File: src/hw/soc_pkg.sv
//############################################################################
// SoC bus package
// Request and response structs of the shared memory bus, the address map,
// control register offsets and the fixed constants of the fabric
//############################################################################

package soc_pkg;

	// One request on the memory bus, a zero wstrb is a read
	typedef struct packed {
		logic        valid;
		logic [31:0] addr;
		logic [31:0] wdata;
		logic [3:0]  wstrb;
	} bus_req_t;

	// Response of the selected region
	typedef struct packed {
		logic        ready;
		logic [31:0] rdata;
	} bus_rsp_t;

	// Regions by address bits 31:28
	localparam logic [3:0] REGION_RAM  = 4'h4;
	localparam logic [3:0] REGION_UART = 4'h1;
	localparam logic [3:0] REGION_CTRL = 4'h2;

	// Scratch RAM geometry in 32-bit words
	localparam int RAM_WORDS = 256;
	localparam int RAM_AW    = 8;

	// Control block word offsets, address bits 3:2
	localparam logic [1:0] CTRL_LED    = 2'd0;
	localparam logic [1:0] CTRL_VERSION = 2'd1;
	localparam logic [1:0] CTRL_ERRCNT = 2'd2;

	localparam logic [31:0] SOC_VERSION  = 32'h0000_8000;
	localparam logic [31:0] BUS_ERR_DATA = 32'hDEAD_BEEF;

	// UART data register value with nothing received
	localparam logic [31:0] UART_EMPTY = 32'hFFFF_FFFF;

	// Divider after reset, clocks per serial bit
	localparam logic [31:0] UART_DIV_RESET = 32'd4;

endpackage
File: src/hw/bus_arbiter.sv
//############################################################################
// Bus arbiter
// Shares the memory bus between the CPU and DMA ports, round-robin on
// simultaneous requests, grant held until the open transfer sees ready
//############################################################################

`timescale 1ns/1ns

module bus_arbiter (
	input  logic              clk48m,
	input  logic              rst,
	input  soc_pkg::bus_req_t cpu_req,
	input  soc_pkg::bus_req_t dma_req,
	input  soc_pkg::bus_rsp_t bus_rsp,
	output soc_pkg::bus_rsp_t cpu_rsp,
	output soc_pkg::bus_rsp_t dma_rsp,
	output soc_pkg::bus_req_t bus_req,
	output logic [1:0]        grant
);

	// High when DMA got the last completed transfer
	logic last_dma;
	logic locked;
	logic lock_owner;

	always_comb begin
		grant = 2'b00;
		if (locked) begin
			grant = lock_owner ? 2'b10 : 2'b01;
		end else if (cpu_req.valid && dma_req.valid) begin
			// The master not served last goes first
			grant = last_dma ? 2'b01 : 2'b10;
		end else if (cpu_req.valid) begin
			grant = 2'b01;
		end else if (dma_req.valid) begin
			grant = 2'b10;
		end
	end

	always_comb begin
		bus_req = '0;
		if (grant[1]) begin
			bus_req = dma_req;
		end else if (grant[0]) begin
			bus_req = cpu_req;
		end
		cpu_rsp.rdata = bus_rsp.rdata;
		cpu_rsp.ready = grant[0] && bus_rsp.ready;
		dma_rsp.rdata = bus_rsp.rdata;
		dma_rsp.ready = grant[1] && bus_rsp.ready;
	end

	always_ff @(posedge clk48m) begin
		if (rst) begin
			last_dma <= 1'b0;
			locked <= 1'b0;
			lock_owner <= 1'b0;
		end else if (grant != 2'b00) begin
			if (bus_rsp.ready) begin
				locked <= 1'b0;
				last_dma <= grant[1];
			end else begin
				// Transfer still open, keep the same master
				locked <= 1'b1;
				lock_owner <= grant[1];
			end
		end
	end

endmodule

File: config.mk
export PLATFORM = sky130hd
export DESIGN_NAME = bus_arbiter
export DESIGN_NICKNAME = d
export VERILOG_FILES = /design/src/hw/soc_pkg.sv /design/src/hw/bus_arbiter.sv
export SDC_FILE = /design/constraint.sdc
export NUM_CORES = 1
export LEC_CHECK = 0
export ABC_AREA = 1
export ABC_CLOCK_PERIOD_IN_PS = 1600
export BUFFER_PORTS_ARGS = -buffer_cell sky130_fd_sc_hd__buf_2
export CORE_AREA = 8 8 114 116
export DETAILED_ROUTE_END_ITERATION = 8
export DIE_AREA = 0 0 122 124
export GPL_TIMING_DRIVEN = 1
export PLACE_DENSITY = 0.56
export SLEW_MARGIN = 5
export SYNTH_ARGS = -nofsm -noshare
export SYNTH_HDL_FRONTEND = slang
export SYNTH_SLANG_ARGS = --single-unit
File: constraint.sdc
create_clock -name clk48m -period 1.6 [get_ports clk48m]
set_clock_uncertainty 0.15 [all_clocks]
set_input_delay 0.32 -clock clk48m [delete_from_list [all_inputs] [get_ports clk48m]]
set_output_delay 0.32 -clock clk48m [all_outputs]
set_load 0.02 [all_outputs]
==> results of run 1 <==
[state kept, by name, summed over array words and instances (netlist names)]
| name | count |
|---|---|
| lock_owner | 1 |
| last_dma | 1 |
| locked | 1 |
[power groups by stage]
stage	logic, mW	clock network, mW	registers [mW]
2_1_floorplan	0.928	0	0.0856
3_3_place_gp	1.23	0	0.0868
3_5_place_dp	1.23	0	0.0866
4_1_cts	1.69	0.408	0.0885
5_1_grt	1.84	0.416	0.0889
6_report	1.70	0.403	0.0878
[cell families after synthesis]
family	after synthesis	share of synthesized area [%]
AO/OA/AOI/OAI	5	2.39
buffers and inverters	88	39.6
flip-flops	3	3.96
AND/OR/NAND/NOR	218	54.1
[routing by layer]
metal	global-route usage, %	part of all wire, %	up-vias
li1	-	-	1173
met3	5.30	15	28
met2	17.7	49	170
met1	9.83	33	950
met4	3.32	2.3	0
met5	0	0	-
[per-stage QoR]
| stage | TNS [ns] | std cells | instance area, sq um | power, mW | util (%) |
|---|---|---|---|---|---|
| finish | -19.24 | 613 | 3060 | 2.19 | 27.4 |
| CTS | -18.85 | 613 | 3010 | 2.19 | 26.9 |
| global placement | -10.26 | 600 | 2320 | 1.32 | 20.8 |
| floorplan | 0 | 314 | 1520 | 1.01 | - |
| detailed placement | -11.33 | 600 | 2320 | 1.32 | 20.8 |
| global route | -24.29 | 613 | 3060 | 2.35 | 27.4 |
[final cells by class]
cell class,count,share of cell area [%]
flip-flops and latches,3,2.17
repair buffers,230,56.5
well taps,143,5.84
multi-input cells,223,31.4
inverters,10,1.55
clock buffers,4,2.57
[critical path: stages, from the launching register on]
cell                      delay (ns)
sky130_fd_sc_hd__dfxtp_4        0.34
sky130_fd_sc_hd__nand2_2        0.10
sky130_fd_sc_hd__inv_2          0.05
sky130_fd_sc_hd__a21oi_4        0.14
sky130_fd_sc_hd__inv_4          0.10
sky130_fd_sc_hd__buf_12         0.16
sky130_fd_sc_hd__nand2_1        0.06
sky130_fd_sc_hd__nand2_1        0.07
sky130_fd_sc_hd__buf_2          0.17
[placed cells by master, fill, tap and decap left out]
cell,n
sky130_fd_sc_hd__buf_2,155
sky130_fd_sc_hd__o21ai_2,1
sky130_fd_sc_hd__dfxtp_2,2
sky130_fd_sc_hd__nor2_2,1
sky130_fd_sc_hd__dfxtp_4,1
sky130_fd_sc_hd__o21ai_0,1
sky130_fd_sc_hd__nand2_4,3
sky130_fd_sc_hd__nand3_4,1
sky130_fd_sc_hd__inv_2,4
sky130_fd_sc_hd__buf_16,1
sky130_fd_sc_hd__a21oi_4,1
sky130_fd_sc_hd__clkbuf_1,1
sky130_fd_sc_hd__inv_1,4
sky130_fd_sc_hd__inv_8,1
sky130_fd_sc_hd__buf_6,58
sky130_fd_sc_hd__a21oi_1,2
sky130_fd_sc_hd__nand2_2,23
sky130_fd_sc_hd__buf_4,5
sky130_fd_sc_hd__nor2_1,2
sky130_fd_sc_hd__clkbuf_16,6
sky130_fd_sc_hd__nand3_2,1
sky130_fd_sc_hd__buf_12,8
sky130_fd_sc_hd__nand2_1,187
sky130_fd_sc_hd__inv_4,1
[path summary, 6_finish.rpt]
| check | startpoint | end | slack (ns) | depth (start not counted) |
|---|---|---|---|---|
| worst max-delay path | locked | bus_req[50] | -0.30 | 8 |
| worst min register to register | lock_owner | lock_owner | 0.31 | 2 |
| worst min-delay path | rst | locked | 0.12 | 2 |
| worst max register to register | locked | last_dma | 0.17 | 9 |
[timing repair]
item                       in CTS  in global routing
pin swaps                      11                 14
resized for setup             146                 20
cloned                          4                  3
setup buffers                   5                  0
setup endpoints to repair      73                 73
==> results.toml, run 1 <==
[logic_synthesis]
synth-main-ff-cell = "sky130_fd_sc_hd__dfxtp_1"
avgSynthCellArea_sq_um = 4.83
yosysWarningCount = 0
ys_seq_elements = 3
synthDominantAreaCellType = "sky130_fd_sc_hd__nand2_1"
synth_top_area_share_pct = 52.7
synthTopCellsByCount = "213 x sky130_fd_sc_hd__nand2_1, 64 x sky130_fd_sc_hd__buf_4, 12 x sky130_fd_sc_hd__buf_2"
synth_area_leaders = "sky130_fd_sc_hd__nand2_1 53%, sky130_fd_sc_hd__buf_4 32%, sky130_fd_sc_hd__buf_2 4.0%"
syn_inst = 314
syn-cell-area_sq_um = 1520
yosysMostFrequentCell = "sky130_fd_sc_hd__nand2_1"
ys_seq_area_share_pct = 3.96
synthesis.nets = 487
asyncSetResetFlopFracSynth_pct = 0
synth_edf_count = 0
synth_cell_type_count = 12

[detailed_routing]
detail_route.wl_per_cell_microns = 14.1
drt-total-wl_microns = 8670
pre_repair_dr_iteration_count = 4
dr_total_vias = 2321
final_antenna_net_count = 0
initialDrtViolationCount = 63
avgViaCountPerCell = 3.79
detail_route.drc_violations = 0

[cts]
clock_insertion_delay_worst_skew_ns = 0.23
clk_pin_slew_ns = 0.03
clock_tree.htree_level_count = 1
numClockSinks = 3
cts_root_buf = "sky130_fd_sc_hd__clkbuf_16"
cts_inserted_buffers = 3
clk_path_buf_depth = 2
cts_hold_repair.buffers = 0
clock_tree_from_tritoncts = "done"

[power_and_ir_drop]
intPower_mw = 1.22
total_switching_power_mw = 0.968
vdd.ir_drop.worst_uv = 257
powerDensity_nw_per_um2 = 716
p_clk_share_pct = 18.4
comb_power_share_pct = 77.6
netSwitchingFraction_pct = 44.2
p_leak_nw = 1.88
share_seq_of_total_power_pct = 4.0

[floorplanning]
fp-row-count = 39
dieArea_sq_um = 15100
design.core.area_sq_um = 11200
die_height_microns = 124
die-width_microns = 122
initial_core_utilization_pct = 13.6
num_ports = 310

[sta]
worst_slew_margin_rel_pct = 90.3
min_period_over_period_pct = 119
fmax_mhz = 525
timing.final.crit_period_ns = 1.90
setup_repair_after_global_routing_missed_its_margin = "yes"
setup_viol_count_final = 73
finalHoldWorstSlack_ns = 0.123
timing_max_transition_violations_final = 0
timing_hold_violations_final = 0
tightestPinTransition_ns = 0.144
fin_ws_ns = -0.305

[job]
drv_cap = 0

[place]
port-buffer-count = 213
routabilityCongestion = 0.711
dp_worst_setup_slack_ns = -0.224
place_hpwl_microns = 6450

[finish]
total_number_of_nets_in_the_final_design = 644
layout.filler_cells = 1231
multiInputGateArea_sq_um = 961
share_of_layout_cells_above_drive_strength_1_pct = 58.1
layout.area.seq_sq_um = 66.3
synthToLayoutAreaGrowth_pct = 102
antenna_cells = 0

[critical_path]
worst-endpoint-required_ns = 1.13
crit_path_start_kind = "flop"
crit_fanout = 17
crit_path_end_kind = "output pin"
worstSetupPathType = "flop to output pin"
timing.critical_path.arrival_ns = 1.43

[global_routing]
grt_max_degree = 36
initial_antenna_violation_count = 0
grt_util_all_layers_pct = 9.98
vias_in_the_first_global_route = 2404
grt_overflow = 0
wire_length_of_the_first_global_routing_pass_microns = 12000

[outcome]
violations = "negative setup slack"
outcome = "finished, violations left"

[worst_hold_path]
hold_class = "input pin to flop"
No activity file was read; power rests on OpenSTA's default activity.
==> inputs of run 2 (changes only) <==
ABC_AREA = unset   (was 1)
CORE_AREA = 8 8 116 118   (was 8 8 114 116)
DIE_AREA = 0 0 124 126   (was 0 0 122 124)
PLACE_DENSITY = 0.54   (was 0.56)
SLEW_MARGIN = 20   (was 5)
==> run 2 against run 1 <==
  * The run still ends with negative setup slack left
  * Worst hold slack improved by 0.025 ns
  * Sequential power is 0.5% lower
  * Critical endpoint is now bus_req[22]
  * Critical path depth down 3
  * Utilization decreased by 4.3 points
  * Power shrank 17%
  * Synthesized area is 7.2% lower
  * Largest power group unchanged
  * Final area shrank 12%
  * Maximum frequency fell by 5.1%
  * Setup slack lost 0.10 ns
  * Global-route usage fell by 1.2 points
  * Die area increased by 3.3%
==> results.toml, run 2 <==
[critical_path]
crit_path_end_kind = "output pin"
crit_fanout = 35
worstSetupPathType = "flop to output pin"
worst-endpoint-required_ns = 1.13
crit_path_start_kind = "flop"
timing.critical_path.arrival_ns = 1.54

[logic_synthesis]
synthesis.nets = 344
synth_edf_count = 0
synth_cell_type_count = 24
yosysMostFrequentCell = "sky130_fd_sc_hd__a22o_1"
syn-cell-area_sq_um = 1410
synth_area_leaders = "sky130_fd_sc_hd__a22o_1 41%, sky130_fd_sc_hd__buf_4 35%, sky130_fd_sc_hd__buf_6 5.6%"
ys_seq_elements = 3
synth_top_area_share_pct = 41.0
synth-main-ff-cell = "sky130_fd_sc_hd__dfxtp_1"
yosysWarningCount = 0
syn_inst = 171
synthTopCellsByCount = "66 x sky130_fd_sc_hd__a22o_1, 65 x sky130_fd_sc_hd__buf_4, 7 x sky130_fd_sc_hd__buf_6"
asyncSetResetFlopFracSynth_pct = 0
ys_seq_area_share_pct = 4.26
synthDominantAreaCellType = "sky130_fd_sc_hd__a22o_1"
avgSynthCellArea_sq_um = 8.24

[detailed_routing]
dr_total_vias = 1931
drt-total-wl_microns = 7780
initialDrtViolationCount = 58
detail_route.drc_violations = 0
avgViaCountPerCell = 4.15
pre_repair_dr_iteration_count = 4
detail_route.wl_per_cell_microns = 16.7
final_antenna_net_count = 0

[cts]
cts_root_buf = "sky130_fd_sc_hd__clkbuf_16"
clock_tree_from_tritoncts = "done"
numClockSinks = 3
clk_pin_slew_ns = 0.03
clock_tree.htree_level_count = 1
clock_insertion_delay_worst_skew_ns = 0.23
clk_path_buf_depth = 2
cts_inserted_buffers = 3

[sta]
timing.final.crit_period_ns = 2.01
timing_max_transition_violations_final = 0
timing_hold_violations_final = 0
setup_viol_count_final = 72
fin_ws_ns = -0.408
setup_repair_after_global_routing_missed_its_margin = "yes"
worst_slew_margin_rel_pct = 80.7
tightestPinTransition_ns = 0.288
totalNegativeSetupSlack_ns = -25.09
min_period_over_period_pct = 125
fmax_mhz = 498
finalHoldWorstSlack_ns = 0.148

[floorplanning]
num_ports = 310
die-width_microns = 124
initial_core_utilization_pct = 12.0
dieArea_sq_um = 15600
design.core.area_sq_um = 11700
die_height_microns = 126
fp-row-count = 40

[place]
placed_area_sq_um = 2250
port-buffer-count = 213
placed_cells_incl_taps = 461
routabilityCongestion = 0.722
place_hpwl_microns = 6690
dp_worst_setup_slack_ns = -0.333

[finish]
synthToLayoutAreaGrowth_pct = 92.0
share_of_layout_cells_above_drive_strength_1_pct = 75.8
layout.cells.non_filler = 465
utilization_pct = 23.1
biggestRegsByFlops = "last_dma (1), lock_owner (1), locked (1)"
layout_commonest_cell = "sky130_fd_sc_hd__buf_2"
antenna_cells = 0
most-common-layout-cells = "147 x sky130_fd_sc_hd__buf_2, 60 x sky130_fd_sc_hd__a22o_1, 56 x sky130_fd_sc_hd__buf_6"
total_number_of_nets_in_the_final_design = 492
finalInstanceArea_sq_um = 2710

[global_routing]
initial_antenna_violation_count = 0
vias_in_the_first_global_route = 2088
grt_util_all_layers_pct = 8.74
grt_overflow = 0
wire_length_of_the_first_global_routing_pass_microns = 11200
grt_max_degree = 36

[outcome]
outcome = "finished, violations left"
violations = "negative setup slack"

[power_and_ir_drop]
vdd.ir_drop.worst_uv = 655
powerDensity_nw_per_um2 = 671
fin_total_pwr_mw = 1.82
p_leak_nw = 1.45

[job]
drv_cap = 0

[worst_hold_path]
hold_class = "input pin to flop"
-- run 2: critical path: stages (launching register included) --
cell and delay (ns):
sky130_fd_sc_hd__dfxtp_2 0.32, sky130_fd_sc_hd__a21bo_1 0.20, sky130_fd_sc_hd__o21ai_4 0.19, sky130_fd_sc_hd__buf_12 0.23, sky130_fd_sc_hd__a22o_1 0.23, sky130_fd_sc_hd__buf_6 0.14
-- run 2: path summary, 6_finish.rpt --
path              startpoint          end  slack (ns)  cells past startpoint
setup reg to reg      locked   lock_owner        0.37                      4
setup / recovery    last_dma  bus_req[22]       -0.41                      5
hold reg to reg     last_dma     last_dma        0.36                      2
hold / removal           rst       locked        0.15                      2
-- run 2: kinds of logic (layout without fill, tap and decap cells) --
| logic type | Yosys count | in the layout | synth area share (%) |
|---|---|---|---|
| buffers and inverters | 80 | 227 | 43.0 |
| muxes | 1 | 1 | 0.711 |
| DFF | 3 | 3 | 4.26 |
| AOI/OAI and AO/OA | 76 | 76 | 47.2 |
| and+or+nand+nor | 11 | 11 | 4.80 |
-- run 2: timing repair --
action                                  CTS  global route
pin swaps                                 1             0
gates resized for setup                  98            27
hold buffers                              0             0
endpoints found under the setup margin   72            73
buffers inserted                          0             0
-- run 2: report_power, final --
group / switching (mW) / internal, mW / total (mW)
sequential: 0.00558 / 0.0818 / 0.0874
clock: 0.0768 / 0.330 / 0.406
combinational: 0.639 / 0.683 / 1.32
total: 0.721 / 1.09 / 1.82
-- run 2: metal layers --
layer | track usage [%] | wire length [microns] | vias to the layer above
met5 | 0 | 0 | -
met4 | 3.57 | 229 | 0
met3 | 3.04 | 1140 | 30
met2 | 16.1 | 3900 | 144
met1 | 8.57 | 2510 | 879
li1 | - | - | 878
-- run 2: cell type report --
class,instances,area [sq um]
Timing Repair Buffer,222,1560
Tap cell,147,184
Fill cell,1289,9010
Multi-Input combinational cell,88,816
Sequential cell,3,63.8
Clock buffer,4,78.8
Inverter,1,3.75
==> inputs of run 3 (changes only) <==
BUFFER_PORTS_ARGS = unset   (was -buffer_cell sky130_fd_sc_hd__buf_2)
CORE_AREA = 8 8 113 115   (was 8 8 116 118)
DIE_AREA = 0 0 121 123   (was 0 0 124 126)
DONT_BUFFER_PORTS = 1   (was unset)
GPL_TIMING_DRIVEN = unset   (was 1)
PLACE_DENSITY = 0.31   (was 0.54)
==> run 3 against run 2 <==
  * The run still ends with negative setup slack left
  * Clock power fell by 1%
  * Maximum frequency rose by 3.8%
  * Flip-flop and latch count did not move
  * Critical path depth did not move
  * Final cell count shrank 43%
  * Power fell by 12%
  * Die area shrank 4.7%
  * Critical endpoint is now bus_req[43]
==> results.toml, run 3 (same netlist as run 2, synthesis figures left out) <==
[outcome]
outcome = "finished, violations left"
violations = "negative setup slack"

[floorplanning]
die_height_microns = 123
dieArea_sq_um = 14900
fp-row-count = 39
num_ports = 310
initial_core_utilization_pct = 12.7
design.core.area_sq_um = 11100
die-width_microns = 121

[sta]
worst_slew_margin_rel_pct = 85.2
min_period_over_period_pct = 121
timing_hold_violations_final = 0
totalNegativeSetupSlack_ns = -22.43
tightestPinTransition_ns = 0.222
finalHoldWorstSlack_ns = 0.00432
timing.final.crit_period_ns = 1.94
fmax_mhz = 517
fin_ws_ns = -0.335
timing_max_transition_violations_final = 0
setup_repair_after_global_routing_missed_its_margin = "yes"
setup_viol_count_final = 72

[finish]
share_of_layout_cells_above_drive_strength_1_pct = 83.5
layout.cells.non_filler = 264
multiInputGateArea_sq_um = 1260
antenna_cells = 0
total_number_of_nets_in_the_final_design = 295
synthToLayoutAreaGrowth_pct = 42.3
most-common-layout-cells = "57 x sky130_fd_sc_hd__a22o_4, 10 x sky130_fd_sc_hd__clkbuf_16, 7 x sky130_fd_sc_hd__a22o_2"
utilization_pct = 18.1
layout_commonest_cell = "sky130_fd_sc_hd__a22o_4"
layout.area.seq_sq_um = 63.8
layout.filler_cells = 1197
biggestRegsByFlops = "last_dma (1), lock_owner (1), locked (1)"

[global_routing]
vias_in_the_first_global_route = 1250
grt_util_all_layers_pct = 6.76
grt_overflow = 0
wire_length_of_the_first_global_routing_pass_microns = 7950
initial_antenna_violation_count = 0
grt_max_degree = 39

[power_and_ir_drop]
vdd.ir_drop.worst_uv = 709
comb_power_share_pct = 69.5
p_leak_nw = 0.832
netSwitchingFraction_pct = 41.7
total_switching_power_mw = 0.668
p_clk_share_pct = 25.0
powerDensity_nw_per_um2 = 800
share_seq_of_total_power_pct = 5.5
intPower_mw = 0.935

[critical_path]
rrSetupSlack_ns = 0.39
timing.critical_path.arrival_ns = 1.47
start_of_the_worst_register_to_register_path = "locked"
crit_fanout = 19
worst-endpoint-required_ns = 1.13
worstSetupPathType = "flop to output pin"
worstRegToRegCells = 4
r2r_end = "lock_owner"
crit_path_start_kind = "flop"
crit_path_end_kind = "output pin"

[detailed_routing]
pre_repair_dr_iteration_count = 2
avgViaCountPerCell = 4.63
final_antenna_net_count = 0
met2WireLength_microns = 4020
dr_wl_met3_microns = 1070
detail_route.drc_violations = 0
drt-total-wl_microns = 7810
dr.max_layer_used = "met4"
initialDrtViolationCount = 19
wirelength_met1_microns = 2530
dr_total_vias = 1223
detail_route.wl_per_cell_microns = 29.6

[cts]
clk_pin_slew_ns = 0.03
clock_insertion_delay_worst_skew_ns = 0.23
clk_path_buf_depth = 2
numClockSinks = 3
cts_root_buf = "sky130_fd_sc_hd__clkbuf_16"
cts_inserted_buffers = 3
clock_tree.htree_level_count = 1
clock_tree_from_tritoncts = "done"

[place]
placed_cells_incl_taps = 246
routabilityCongestion = 0.650
port-buffer-count = 0
place_hpwl_microns = 5250

[worst_hold_path]
hold_class = "input pin to flop"
worstHoldPathCells = 1
holdCritStartpoint = "rst"
worst_hold_path_endpoint = "lock_owner"

[job]
drv_cap = 0
==> run 3: how the worst max path moves through the flow <==
stage                            from     endpoint  cells after the start
after floorplan                locked   bus_req[0]                      5
after global placement    dma_req[68]  bus_req[30]                      4
after detailed placement       locked  bus_req[55]                      4
after CTS                      locked   bus_req[1]                      5
after global routing           locked   bus_req[3]                      6
final                      lock_owner  bus_req[43]                      5
==> run 3: layout make-up <==
cell class	instances	share of cell area [%]
timing repair buffer	25	20.7
clock buffer	4	3.93
inverter	1	0.187
tap	143	8.93
sequential	3	3.18
multi-input combinational	88	63.0
==> run 3: repair_timing <==
item	CTS	global route
resized for setup	56	49
setup endpoints to repair	73	73
hold buffers	0	0
buffers inserted	3	3
pin swaps	8	6
cloned	1	7
==> run 3: power by group through the flow <==
stage               logic [mW]  registers [mW]  clock network (mW)
detailed placement       0.734          0.0876                   0
CTS                      0.837          0.0880               0.407
global route              1.16          0.0890               0.413
global placement         0.736          0.0878                   0
floorplan                0.889          0.0845                   0
finish                    1.11          0.0883               0.401
==> run 3: per-layer routing <==
metal	GRT usage, %	vias to the layer above
li1	-	494
met1	6.57	557
met2	11.6	146
met3	3.65	26
met4	3.28	0
met5	0	-
==> run 3: metrics by stage <==
| stage | power [mW] | worst slack, ns | area, sq um |
|---|---|---|---|
| finish | 1.60 | -0.335 | 2000 |
| global route | 1.66 | -0.403 | 2000 |
| CTS | 1.33 | -0.338 | 1470 |
| detailed placement | 0.821 | -0.148 | 1190 |
| global placement | 0.824 | -0.134 | 1190 |
| floorplan | 0.974 | -0.0995 | 1500 |
==> run 3: worst max-delay path, cell delays in order, from the launching register on <==
cell                        delay (ns)
sky130_fd_sc_hd__dfxtp_2          0.35
sky130_fd_sc_hd__nand2b_1         0.18
sky130_fd_sc_hd__o21ai_4          0.08
sky130_fd_sc_hd__buf_12           0.15
sky130_fd_sc_hd__clkbuf_16        0.19
sky130_fd_sc_hd__a22o_4           0.26
